===== src/common/csr_pkg.sv =====
/*
 * CSR subsystem package
 * Widths, CSR addresses, identity constants and the CSR operation encoding
 */
package csr_pkg;

    localparam int XLEN           = 32;
    localparam int NUM_WARPS      = 4;
    localparam int WID_BITS       = 2;
    localparam int CSR_ADDR_BITS  = 12;
    localparam int FFLAGS_BITS    = 5;
    localparam int FRM_BITS       = 3;
    localparam int REQ_FIFO_DEPTH = 4;
    localparam int REQ_PTR_BITS   = $clog2(REQ_FIFO_DEPTH);
    localparam int REQ_CNT_BITS   = $clog2(REQ_FIFO_DEPTH + 1);

    // Identity values
    localparam logic [31:0] VENDOR_ID      = 32'h0000_0a5c;
    localparam logic [31:0] ARCH_ID        = 32'h0000_0002;
    localparam logic [31:0] MISA_VALUE     = 32'h4000_1120;
    localparam logic [31:0] CORE_ID        = 32'h0000_0000;
    localparam logic [31:0] MSCRATCH_RESET = 32'h0000_1000;

    localparam logic [11:0] CSR_FFLAGS    = 12'h001;
    localparam logic [11:0] CSR_FRM       = 12'h002;
    localparam logic [11:0] CSR_FCSR      = 12'h003;
    localparam logic [11:0] CSR_MISA      = 12'h301;
    localparam logic [11:0] CSR_MSCRATCH  = 12'h340;
    localparam logic [11:0] CSR_MCYCLE    = 12'hB00;
    localparam logic [11:0] CSR_MINSTRET  = 12'hB02;
    localparam logic [11:0] CSR_MCYCLEH   = 12'hB80;
    localparam logic [11:0] CSR_MINSTRETH = 12'hB82;
    localparam logic [11:0] CSR_WARP_ID   = 12'hCC0;
    localparam logic [11:0] CSR_CORE_ID   = 12'hCC1;
    localparam logic [11:0] CSR_MVENDORID = 12'hF11;
    localparam logic [11:0] CSR_MARCHID   = 12'hF12;
    localparam logic [11:0] CSR_NUM_WARPS = 12'hFC1;

    localparam logic [6:0] OPCODE_SYSTEM = 7'b1110011;

    // Values match funct3 of the instruction
    typedef enum logic [2:0] {
        CSR_OP_ILLEGAL = 3'd0,
        CSR_OP_RW      = 3'd1,
        CSR_OP_RS      = 3'd2,
        CSR_OP_RC      = 3'd3,
        CSR_OP_RWI     = 3'd5,
        CSR_OP_RSI     = 3'd6,
        CSR_OP_RCI     = 3'd7
    } csr_op_e;

endpackage

===== src/rtl/csr_top.sv =====
/*
 * CSR subsystem top
 * Decode, request FIFO, execute unit and CSR storage of one core
 */
module csr_top (
    input  logic                            clk,
    input  logic                            reset,
    input  logic                            req_valid,
    output logic                            req_ready,
    input  logic [31:0]                     req_instr,
    input  logic [csr_pkg::WID_BITS-1:0]    req_wid,
    input  logic [csr_pkg::XLEN-1:0]        req_rs1_data,
    input  logic                            fpu_flags_valid,
    input  logic [csr_pkg::WID_BITS-1:0]    fpu_flags_wid,
    input  logic [csr_pkg::FFLAGS_BITS-1:0] fpu_flags,
    input  logic [csr_pkg::WID_BITS-1:0]    fpu_frm_wid,
    output logic [csr_pkg::FRM_BITS-1:0]    fpu_frm,
    output logic                            resp_valid,
    input  logic                            resp_ready,
    output logic [csr_pkg::WID_BITS-1:0]    resp_wid,
    output logic [csr_pkg::XLEN-1:0]        resp_data,
    output logic                            resp_error
);
    import csr_pkg::*;

    logic                     dec_valid, dec_ready, dec_write;
    csr_op_e                  dec_op;
    logic [CSR_ADDR_BITS-1:0] dec_addr;
    logic [WID_BITS-1:0]      dec_wid;
    logic [XLEN-1:0]          dec_operand;

    logic                     q_valid, q_ready, q_write;
    csr_op_e                  q_op;
    logic [CSR_ADDR_BITS-1:0] q_addr;
    logic [WID_BITS-1:0]      q_wid;
    logic [XLEN-1:0]          q_operand;

    logic [CSR_ADDR_BITS-1:0] csr_addr;
    logic [WID_BITS-1:0]      csr_wid;
    logic [XLEN-1:0]          csr_rdata, csr_wdata;
    logic                     csr_addr_valid, csr_we, retire;

    csr_decode u_decode (.*);

    csr_req_fifo u_fifo (.*);

    csr_unit u_unit (.*);

    csr_data u_data (.*);

endmodule


===== src/csr/csr_unit.sv =====
/*
 * CSR execute unit
 * Read-modify-write of one queued operation per cycle, registered response
 */
module csr_unit (
    input  logic                              clk,
    input  logic                              reset,
    input  logic                              q_valid,
    output logic                              q_ready,
    input  csr_pkg::csr_op_e                  q_op,
    input  logic [csr_pkg::CSR_ADDR_BITS-1:0] q_addr,
    input  logic [csr_pkg::WID_BITS-1:0]      q_wid,
    input  logic [csr_pkg::XLEN-1:0]          q_operand,
    input  logic                              q_write,
    output logic [csr_pkg::CSR_ADDR_BITS-1:0] csr_addr,
    output logic [csr_pkg::WID_BITS-1:0]      csr_wid,
    input  logic [csr_pkg::XLEN-1:0]          csr_rdata,
    input  logic                              csr_addr_valid,
    output logic                              csr_we,
    output logic [csr_pkg::XLEN-1:0]          csr_wdata,
    output logic                              retire,
    output logic                              resp_valid,
    input  logic                              resp_ready,
    output logic [csr_pkg::WID_BITS-1:0]      resp_wid,
    output logic [csr_pkg::XLEN-1:0]          resp_data,
    output logic                              resp_error
);
    import csr_pkg::*;

    logic accept;
    logic read_only;
    logic error;

    // The head is looked up while it waits
    assign csr_addr = q_addr;
    assign csr_wid  = q_wid;

    assign q_ready   = !resp_valid || resp_ready;
    assign accept    = q_valid && q_ready;
    assign read_only = (q_addr[11:10] == 2'b11);
    assign error     = (q_op == CSR_OP_ILLEGAL) || !csr_addr_valid || (q_write && read_only);

    always_comb begin
        case (q_op)
            CSR_OP_RS, CSR_OP_RSI: csr_wdata = csr_rdata | q_operand;
            CSR_OP_RC, CSR_OP_RCI: csr_wdata = csr_rdata & ~q_operand;
            default:               csr_wdata = q_operand;
        endcase
    end

    assign csr_we = accept && !error && q_write;
    assign retire = accept && !error;

    always_ff @(posedge clk) begin
        if (reset) begin
            resp_valid <= 1'b0;
        end else if (q_ready) begin
            resp_valid <= q_valid;
        end
    end

    always_ff @(posedge clk) begin
        if (accept) begin
            resp_wid   <= q_wid;
            resp_data  <= error ? '0 : csr_rdata;
            resp_error <= error;
        end
    end

endmodule


===== src/csr/csr_data.sv =====
/*
 * CSR storage and read block
 * Per-warp fcsr, mscratch, cycle and retire counters, identity reads,
 * FPU flag accumulation and address validation
 */
module csr_data (
    input  logic                              clk,
    input  logic                              reset,
    input  logic [csr_pkg::CSR_ADDR_BITS-1:0] csr_addr,
    input  logic [csr_pkg::WID_BITS-1:0]      csr_wid,
    output logic [csr_pkg::XLEN-1:0]          csr_rdata,
    output logic                              csr_addr_valid,
    input  logic                              csr_we,
    input  logic [csr_pkg::XLEN-1:0]          csr_wdata,
    input  logic                              retire,
    input  logic                              fpu_flags_valid,
    input  logic [csr_pkg::WID_BITS-1:0]      fpu_flags_wid,
    input  logic [csr_pkg::FFLAGS_BITS-1:0]   fpu_flags,
    input  logic [csr_pkg::WID_BITS-1:0]      fpu_frm_wid,
    output logic [csr_pkg::FRM_BITS-1:0]      fpu_frm
);
    import csr_pkg::*;

    localparam int FCSR_BITS = FRM_BITS + FFLAGS_BITS;

    logic [FCSR_BITS-1:0] fcsr   [NUM_WARPS];
    logic [FCSR_BITS-1:0] fcsr_n [NUM_WARPS];
    logic [XLEN-1:0]      mscratch;
    logic [63:0]          mcycle;
    logic [63:0]          minstret;

    // FPU flags first, a CSR write to the same warp wins
    always_comb begin
        fcsr_n = fcsr;
        if (fpu_flags_valid) begin
            fcsr_n[fpu_flags_wid][FFLAGS_BITS-1:0] =
                fcsr[fpu_flags_wid][FFLAGS_BITS-1:0] | fpu_flags;
        end
        if (csr_we) begin
            case (csr_addr)
                CSR_FFLAGS: fcsr_n[csr_wid][FFLAGS_BITS-1:0] = csr_wdata[FFLAGS_BITS-1:0];
                CSR_FRM:    fcsr_n[csr_wid][FCSR_BITS-1:FFLAGS_BITS] = csr_wdata[FRM_BITS-1:0];
                CSR_FCSR:   fcsr_n[csr_wid] = csr_wdata[FCSR_BITS-1:0];
                default: ;
            endcase
        end
    end

    always_ff @(posedge clk) begin
        if (reset) begin
            for (int i = 0; i < NUM_WARPS; i++) begin
                fcsr[i] <= '0;
            end
        end else begin
            fcsr <= fcsr_n;
        end
    end

    always_ff @(posedge clk) begin
        if (reset) begin
            mscratch <= MSCRATCH_RESET;
            mcycle   <= '0;
            minstret <= '0;
        end else begin
            if (csr_we && csr_addr == CSR_MSCRATCH) begin
                mscratch <= csr_wdata;
            end
            mcycle <= mcycle + 64'd1;
            if (retire) begin
                minstret <= minstret + 64'd1;
            end
        end
    end

    assign fpu_frm = fcsr[fpu_frm_wid][FCSR_BITS-1:FFLAGS_BITS];

    always_comb begin
        csr_rdata      = '0;
        csr_addr_valid = 1'b1;
        case (csr_addr)
            CSR_FFLAGS:    csr_rdata = XLEN'(fcsr[csr_wid][FFLAGS_BITS-1:0]);
            CSR_FRM:       csr_rdata = XLEN'(fcsr[csr_wid][FCSR_BITS-1:FFLAGS_BITS]);
            CSR_FCSR:      csr_rdata = XLEN'(fcsr[csr_wid]);
            CSR_MSCRATCH:  csr_rdata = mscratch;
            CSR_MCYCLE:    csr_rdata = mcycle[31:0];
            CSR_MCYCLEH:   csr_rdata = mcycle[63:32];
            CSR_MINSTRET:  csr_rdata = minstret[31:0];
            CSR_MINSTRETH: csr_rdata = minstret[63:32];
            CSR_MISA:      csr_rdata = MISA_VALUE;
            CSR_MVENDORID: csr_rdata = VENDOR_ID;
            CSR_MARCHID:   csr_rdata = ARCH_ID;
            CSR_WARP_ID:   csr_rdata = XLEN'(csr_wid);
            CSR_CORE_ID:   csr_rdata = CORE_ID;
            CSR_NUM_WARPS: csr_rdata = XLEN'(NUM_WARPS);
            default:       csr_addr_valid = 1'b0;
        endcase
    end

endmodule


===== src/rtl/csr_req_fifo.sv =====
/*
 * CSR request FIFO
 * Circular buffer of decoded CSR operations between decode and execute
 */
module csr_req_fifo (
    input  logic                              clk,
    input  logic                              reset,
    input  logic                              dec_valid,
    output logic                              dec_ready,
    input  csr_pkg::csr_op_e                  dec_op,
    input  logic [csr_pkg::CSR_ADDR_BITS-1:0] dec_addr,
    input  logic [csr_pkg::WID_BITS-1:0]      dec_wid,
    input  logic [csr_pkg::XLEN-1:0]          dec_operand,
    input  logic                              dec_write,
    output logic                              q_valid,
    input  logic                              q_ready,
    output csr_pkg::csr_op_e                  q_op,
    output logic [csr_pkg::CSR_ADDR_BITS-1:0] q_addr,
    output logic [csr_pkg::WID_BITS-1:0]      q_wid,
    output logic [csr_pkg::XLEN-1:0]          q_operand,
    output logic                              q_write
);
    import csr_pkg::*;

    csr_op_e                  op_mem      [REQ_FIFO_DEPTH];
    logic [CSR_ADDR_BITS-1:0] addr_mem    [REQ_FIFO_DEPTH];
    logic [WID_BITS-1:0]      wid_mem     [REQ_FIFO_DEPTH];
    logic [XLEN-1:0]          operand_mem [REQ_FIFO_DEPTH];
    logic                     write_mem   [REQ_FIFO_DEPTH];

    logic [REQ_PTR_BITS-1:0] wr_ptr;
    logic [REQ_PTR_BITS-1:0] rd_ptr;
    logic [REQ_CNT_BITS-1:0] count;
    logic                    full;
    logic                    push;
    logic                    pop;

    assign full    = (count == REQ_CNT_BITS'(REQ_FIFO_DEPTH));
    assign q_valid = (count != '0);
    // A full FIFO still takes a push while the head drains
    assign dec_ready = !full || q_ready;
    assign push      = dec_valid && dec_ready;
    assign pop       = q_valid && q_ready;

    always_ff @(posedge clk) begin
        if (reset) begin
            wr_ptr <= '0;
            rd_ptr <= '0;
            count  <= '0;
        end else begin
            if (push) begin
                wr_ptr <= wr_ptr + 1'b1;
            end
            if (pop) begin
                rd_ptr <= rd_ptr + 1'b1;
            end
            if (push && !pop) begin
                count <= count + 1'b1;
            end else if (pop && !push) begin
                count <= count - 1'b1;
            end
        end
    end

    always_ff @(posedge clk) begin
        if (push) begin
            op_mem[wr_ptr]      <= dec_op;
            addr_mem[wr_ptr]    <= dec_addr;
            wid_mem[wr_ptr]     <= dec_wid;
            operand_mem[wr_ptr] <= dec_operand;
            write_mem[wr_ptr]   <= dec_write;
        end
    end

    assign q_op      = op_mem[rd_ptr];
    assign q_addr    = addr_mem[rd_ptr];
    assign q_wid     = wid_mem[rd_ptr];
    assign q_operand = operand_mem[rd_ptr];
    assign q_write   = write_mem[rd_ptr];

endmodule


===== src/rtl/csr_decode.sv =====
/*
 * CSR decode stage
 * Classifies CSR instruction words into operations, one-entry output register
 */
module csr_decode (
    input  logic                              clk,
    input  logic                              reset,
    input  logic                              req_valid,
    output logic                              req_ready,
    input  logic [31:0]                       req_instr,
    input  logic [csr_pkg::WID_BITS-1:0]      req_wid,
    input  logic [csr_pkg::XLEN-1:0]          req_rs1_data,
    output logic                              dec_valid,
    input  logic                              dec_ready,
    output csr_pkg::csr_op_e                  dec_op,
    output logic [csr_pkg::CSR_ADDR_BITS-1:0] dec_addr,
    output logic [csr_pkg::WID_BITS-1:0]      dec_wid,
    output logic [csr_pkg::XLEN-1:0]          dec_operand,
    output logic                              dec_write
);
    import csr_pkg::*;

    logic [6:0] opcode;
    logic [2:0] funct3;
    logic [4:0] rs1_field;
    csr_op_e    op_n;
    logic       accept;

    assign opcode    = req_instr[6:0];
    assign funct3    = req_instr[14:12];
    assign rs1_field = req_instr[19:15];

    always_comb begin
        if (opcode != OPCODE_SYSTEM || funct3 == 3'd0 || funct3 == 3'd4) begin
            op_n = CSR_OP_ILLEGAL;
        end else begin
            op_n = csr_op_e'(funct3);
        end
    end

    assign req_ready = !dec_valid || dec_ready;
    assign accept    = req_valid && req_ready;

    always_ff @(posedge clk) begin
        if (reset) begin
            dec_valid <= 1'b0;
        end else if (req_ready) begin
            dec_valid <= req_valid;
        end
    end

    always_ff @(posedge clk) begin
        if (accept) begin
            dec_op   <= op_n;
            dec_addr <= req_instr[31:20];
            dec_wid  <= req_wid;
            // Immediate forms take the zero-extended uimm
            dec_operand <= funct3[2] ? XLEN'(rs1_field) : req_rs1_data;
            // Set/clear with a zero source field only reads
            dec_write <= !funct3[1] || (rs1_field != 5'd0);
        end
    end

endmodule


===== config.mk =====
export PLATFORM = sky130hd
export DESIGN_NAME = csr_top
export DESIGN_NICKNAME = d
export VERILOG_FILES = /design/src/common/csr_pkg.sv /design/src/rtl/csr_top.sv /design/src/csr/csr_unit.sv /design/src/csr/csr_data.sv /design/src/rtl/csr_req_fifo.sv /design/src/rtl/csr_decode.sv
export SDC_FILE = /design/constraint.sdc
export NUM_CORES = 1
export LEC_CHECK = 0
export BUFFER_PORTS_ARGS = -buffer_cell sky130_fd_sc_hd__buf_2
export CORE_MARGIN = 3
export CORE_UTILIZATION = 40
export DETAILED_ROUTE_END_ITERATION = 10
export SKIP_LAST_GASP = 1
export SLEW_MARGIN = 15
export SYNTH_ARGS = -nofsm -noshare
export SYNTH_HDL_FRONTEND = slang
export SYNTH_SLANG_ARGS = --single-unit

===== constraint.sdc =====
create_clock -name clk -period 5.4 [get_ports clk]
set_clock_uncertainty 0.15 [all_clocks]
set_input_delay 0.81 -clock clk [delete_from_list [all_inputs] [get_ports clk]]
set_output_delay 0.81 -clock clk [all_outputs]
set_load 0.02 [all_outputs]

==> results.cfg, run 1 <==
[route]
wire_per_inst_um = 21.5
drt-initial-drc-count = 1765
antenna_left = 0
first_pass_iters = 8
wl_um = 58900
drc = 0
vias = 16000
post_drt_via_cell_ratio = 5.85

[pwr]
pwr-share-comb_pct = 18.4
power-per-cell-area_mw_per_mm2 = 392
intPower_w = 0.00690
seqPwrFrac_pct = 44.8
clkPwrFrac_pct = 36.8
p_sw_w = 0.00284
p_leak_nw = 7.91
swShare_pct = 29.1
max-vdd-ir-drop_v = 0.000233
finalPower_w = 0.00974

[worst_setup_path]
slowest_delay_ns = 0.72
reg2reg_setup_slack_ns = 0.80
start_kind = register
critical_path.cell_chain = buf_4 -> mux4_2 -> or2_2 -> nor3_1 -> o211ai_1 -> a31oi_2 -> and3_1 -> buf_4 -> o211ai_1 -> a21oi_1
reg2reg_to = u_data.mscratch[13]
critPathArrivalTime_ns = 4.96
path_class = reg -> reg
crit_path_end_kind = register
cp_slowest_cell = mux4_2
critPathMaxFanout = 29
crit_required_ns = 5.76
r2r_cells = 10

[finish]
diodes = 0
drive_gt1_share_pct = 16.5
fin_nets = 2090
area_delta_synth_final_pct = 13.8
num-fill-cells = 4800
fin_cells = 2740
multi_input_area_sq_mm = 0.00875
seq_area_sq_mm = 0.0126

[logic_synthesis]
synth_cells = 1904
yosysMostFrequentCell = edfxtp_1
synth_edf_count = 285
yosysTopAreaCell = edfxtp_1
synth_seq_cells = 488
synth_cell_type_count = 74
synth_fa_ha_area_share_pct = 0.492
synth.top_cell.area_share_pct = 39.1
syn_area_sq_mm = 0.0219
ys_top_cells_by_count = 285 x edfxtp_1, 214 x nand2_1, 203 x dfxtp_1
synth.top_cells.by_area = edfxtp_1 39%, dfxtp_1 19%, mux4_2 6.5%, nand2_1 3.7%, nor2_1 3.1%
synth_nets = 1992
synth_xor_area_share_pct = 3.85
syn_area_per_cell_sq_um = 11.5
yosys.area_share.simple_pct = 17.0
ys_warn_count = 0
synthFlopType = edfxtp_1
synth_top_family_by_area = simple AND/OR/NAND/NOR gates
synth-compound-area-share_pct = 10.6
synthArstFlopShare_pct = 0
yosys-mux-area-fraction_pct = 7.99
yosysSeqAreaShare_pct = 57.7

[sta]
finalSetupViolations = 0
max_freq_mhz = 217
post-route-period-util_pct = 85.2
whs_ns = 0.247
grt_setup_unrepaired = no
finalMaxSlewViolations = 0
hold_viol = 0
slew_headroom_pct = 28.4
max_slew.worst_pin.slew_ns = 1.07
setup-tns-final_ns = 0
fin_crit_ns = 4.60

[clocking]
cts_root_buffer = clkbuf_16
worstSkewPairLatency_ns = 0.60
postCtsHoldBufs = 0
postCtsSetupRepairBufs = 0
clockBufferDepth = 3
cts_resized = 0
cts_made_buffers = 50
clock_sinks = 488
path_clk_slew_ns = 0.06
cts_tree = built
htree_levels = 2

[min_path]
holdPathEnd = u_decode.dec_addr[2]
min_path_type = in -> reg
whs_path_depth = 1
hp-start = req_instr[22]

[outcome]
status = completed

[placement]
portBuffers = 114
place_congestion = 0.918
place_inst = 2646
hpwl_um = 40600

[floorplanning]
fp.dieW_um = 240
die-area_sq_mm = 0.0575
ios = 120
coreArea_sq_mm = 0.0539
rows = 85
die_height_um = 240
start_util_pct = 40.5

[global_routing]
overflow = 0
first_global_vias = 15100
grt_pass1_wl_um = 90200
grt_antenna_before_repair = 0
grtUsageTotal_pct = 20.3
grt_max_degree = 165

[run]
maxCapViolCount = 0
-- per-layer routing --
metal  part of all wire (%)  wire length, um  GRT usage, %
met5                      0                0             0
met4                    2.6             1530          6.21
met1                     45            26600          29.4
met2                     45            26700          31.4
met3                    7.0             4110          3.44
-- state kept, by name, summed over array words and instances (netlist names), named ones only --
| register | cells |
|---|---|
| u_data.fcsr | 32 |
| u_data.mcycle | 64 |
| u_data.minstret | 64 |
| u_data.mscratch | 32 |
| u_decode.dec_addr | 12 |
| u_decode.dec_op | 3 |
| u_decode.dec_operand | 32 |
| u_decode.dec_valid | 1 |
| u_decode.dec_wid | 2 |
| u_decode.dec_write | 1 |
| u_fifo.addr_mem | 48 |
| u_fifo.count | 3 |
| u_fifo.op_mem | 12 |
| u_fifo.operand_mem | 128 |
| u_fifo.rd_ptr | 2 |
| u_fifo.wid_mem | 8 |
| u_fifo.wr_ptr | 2 |
| u_fifo.write_mem | 4 |
| u_unit.resp_data | 32 |
| u_unit.resp_error | 1 |
| u_unit.resp_valid | 1 |
| u_unit.resp_wid | 2 |
-- metrics by stage --
stage / setup WS, ns / area [sq um] / util [%]
detailed placement: 0.758 / 23200 / 42.9
floorplan: 1.90 / 21900 / -
CTS: 0.750 / 24900 / 46.1
global placement: 0.811 / 23200 / 42.9
global route: 0.457 / 24900 / 46.1
finish: 0.800 / 24900 / 46.1
-- power by group through the flow --
stage          Clock, W  Combinational (W)  Sequential (W)
2_1_floorplan         0            0.00108         0.00450
3_3_place_gp          0            0.00177         0.00444
3_5_place_dp          0            0.00179         0.00445
4_1_cts         0.00367            0.00179         0.00437
5_1_grt         0.00383            0.00192         0.00439
6_report        0.00359            0.00179         0.00436
-- worst max path at each step --
| stage | from | to | cells past startpoint | slack (ns) |
|---|---|---|---|---|
| after floorplan | register | u_data.minstret[55] | 10 | 1.90 |
| after global placement | register | u_data.mscratch[11] | 9 | 0.81 |
| after detailed placement | register | u_data.mscratch[13] | 9 | 0.76 |
| after CTS | register | u_data.mscratch[13] | 9 | 0.75 |
| after global routing | register | u_data.mscratch[29] | 9 | 0.46 |
| final | register | u_data.mscratch[13] | 10 | 0.80 |
-- cells by family after synthesis --
kind of cell	after synthesis
buffers and inverters	125
XOR/XNOR	96
multiplexers	92
AND/OR/NAND/NOR	748
adder cells (fa/ha/maj)	8
AO/OA/AOI/OAI	347
flip-flops	488
-- final cells by class --
class	instances	share of cell area [%]
Clock buffer	57	5.31
Clock inverter	37	1.61
Inverter	29	0.438
Multi-Input combinational cell	1291	35.2
Sequential cell	488	50.8
Tap cell	696	3.50
Timing Repair Buffer	142	3.21
-- placed cells by master (no fill, tap or decap), types with 7 or more instances in the layout --
cell and count:
a311oi_1 7, bufinv_16 7, a22oi_1 11, nand2_1 214, nand4_1 51, clkbuf_16 52, inv_1 28, nand3_1 56
buf_4 27, a31oi_1 50, a222oi_1 19, xor2_1 44, mux2_2 17, a21oi_1 99, o211ai_1 28, clkinv_1 8
dfxtp_1 201, nor2_1 179, mux4_2 63, mux2i_1 11, nor3_1 32, ha_1 7, nor4_1 23, or4_1 15
nor2b_1 40, and2_1 24, buf_2 113, or2_2 13, a211oi_1 15, edfxtp_1 285, and4_1 21, xnor2_1 52
o21ai_0 52, or3_1 26, clkinv_2 14, and3_1 22
-- worst max-delay path, delay by kind of cell, from the launching register on --
kind / cells / cell delay (ns)
compound gates: 4 / 1.18
simple gates: 3 / 1.05
mux: 1 / 0.72
flops: 1 / 0.71
buf+inv: 2 / 0.66
Note: power is estimated with default switching activity, not from simulation.
==> run 2, diff against run 1 <==
--- a/config.mk
+++ b/config.mk
@@ -5,7 +5,7 @@
 export SDC_FILE = /design/constraint.sdc
 export NUM_CORES = 1
 export LEC_CHECK = 0
-export BUFFER_PORTS_ARGS = -buffer_cell sky130_fd_sc_hd__buf_2
+export BUFFER_PORTS_ARGS = -buffer_cell sky130_fd_sc_hd__buf_4
 export CORE_MARGIN = 3
 export CORE_UTILIZATION = 40
 export DETAILED_ROUTE_END_ITERATION = 10
==> results.cfg, run 2 (synthesis gave the netlist of run 1 again) <==
[clocking]
postCtsSetupRepairBufs = 0
path_clk_slew_ns = 0.06
clock_sinks = 488
cts_root_buffer = clkbuf_16
worstSkewPairLatency_ns = 0.60
htree_levels = 2
cts_made_buffers = 51
cts_resized = 0
cts_tree = built
clockBufferDepth = 3
postCtsHoldBufs = 0

[finish]
top_register = u_fifo.operand_mem
num-fill-cells = 4849
final_common_cell = edfxtp_1
drive_gt1_share_pct = 16.0
final_cell_mix = 285 x edfxtp_1, 214 x nand2_1, 201 x dfxtp_1
largestRegisters = u_fifo.operand_mem (128), u_data.mcycle (64), u_data.minstret (64)
largest_reg_flops = 128
fin_cells = 2740
diodes = 0
fin_nets = 2090
area_delta_synth_final_pct = 14.9

[global_routing]
grt_antenna_before_repair = 0
grt_pass1_wl_um = 88900
grtUsageTotal_pct = 20.0
grt_max_degree = 185
first_global_vias = 15100
overflow = 0

[worst_setup_path]
start_kind = register
critical_path_buf_inv_count = 2
cp_slowest_cell = or4_1
critPathMaxFanout = 30
path_class = reg -> reg
critPathArrivalTime_ns = 4.87
crit_path_end_kind = register
reg2reg_to = u_data.mscratch[25]
critical_path.cell_chain = mux4_2 -> or4_1 -> nor4_4 -> buf_12 -> and3_1 -> buf_4 -> o211ai_1 -> a21oi_1
slowest_delay_ns = 0.74
cp_top_family = simple AND/OR/NAND/NOR gates
r2r_cells = 8
crit_required_ns = 5.74
reg2reg_setup_slack_ns = 0.87

[sta]
finalMaxSlewViolations = 0
slew_headroom_pct = 29.0
grt_setup_unrepaired = no
max_freq_mhz = 221
max_slew.worst_pin.slew_ns = 1.07
finalSetupViolations = 0
post-route-period-util_pct = 83.8
hold_viol = 0
fin_crit_ns = 4.53
setup-tns-final_ns = 0

[min_path]
holdPathEnd = u_decode.dec_addr[10]
min_path_type = in -> reg
whs_path_depth = 1
hp-start = req_instr[30]

[floorplanning]
start_util_pct = 40.5
fp.dieW_um = 240
rows = 85
die-area_sq_mm = 0.0575
die_height_um = 240
ios = 120
coreArea_sq_mm = 0.0539

[pwr]
p_leak_nw = 7.98
pwr-share-comb_pct = 18.9
finalPower_w = 0.00975
p_sw_w = 0.00280
max-vdd-ir-drop_v = 0.000237
swShare_pct = 28.7
seqPwrFrac_pct = 44.8
intPower_w = 0.00695
power-per-cell-area_mw_per_mm2 = 388
clkPwrFrac_pct = 36.3

[placement]
place_inst = 2645
place_congestion = 0.908
hpwl_um = 40300
portBuffers = 114

[route]
drc = 0
drt-initial-drc-count = 1433
antenna_left = 0
wl_um = 58500
wire_per_inst_um = 21.3
post_drt_via_cell_ratio = 5.79
first_pass_iters = 7
vias = 15900

[outcome]
status = completed

[run]
maxCapViolCount = 0
[run 2: changes by cell type in the layout (fill, tap and decap cells not counted), sizes merged]
cell and change:
clkbuf +12, clkinv -7, bufinv -2, clkinvlp -2, buf -1
[run 2: layer usage]
metal	global-route usage (%)	part of all wire, %	vias to the layer above
li1	-	-	7416
met1	28.8	46	7807
met2	31.7	46	534
met3	3.04	6.1	99
met4	5.61	2.6	0
met5	0	0	-
[run 2: worst max path at each step]
stage / end / start / depth (start not counted)
floorplan: u_data.minstret[55] / register / 10
global placement: u_data.mscratch[25] / register / 8
detailed placement: u_data.mscratch[25] / register / 8
CTS: u_data.mscratch[25] / register / 8
global route: u_data.mscratch[25] / register / 8
finish: u_data.mscratch[25] / register / 8
[run 2: layout make-up]
type | count | area, sq um | area share [%]
sequential | 488 | 12600 | 50.3
multi-input combinational | 1291 | 8750 | 34.8
clock buffer | 69 | 1420 | 5.64
timing repair buffer | 141 | 1090 | 4.33
tap | 696 | 871 | 3.47
clock inverter | 26 | 265 | 1.06
inverter | 29 | 109 | 0.433
[run 2: power groups by stage]
stage	registers (W)	clock network, W	logic, W
floorplan	0.00450	0	0.00108
global placement	0.00444	0	0.00183
detailed placement	0.00445	0	0.00184
CTS	0.00438	0.00362	0.00184
global route	0.00440	0.00375	0.00197
finish	0.00437	0.00354	0.00185
[run 2: through the flow]
stage | cell area [sq um] | hold WS, ns | utilization (%) | setup slack (ns)
2_1_floorplan | 21900 | 0.281 | - | 1.90
3_3_place_gp | 23400 | 0.287 | 43.5 | 0.945
3_5_place_dp | 23400 | 0.295 | 43.5 | 0.945
4_1_cts | 25100 | 0.200 | 46.6 | 0.896
5_1_grt | 25100 | 0.212 | 46.6 | 0.639
6_report | 25100 | 0.228 | 46.6 | 0.872
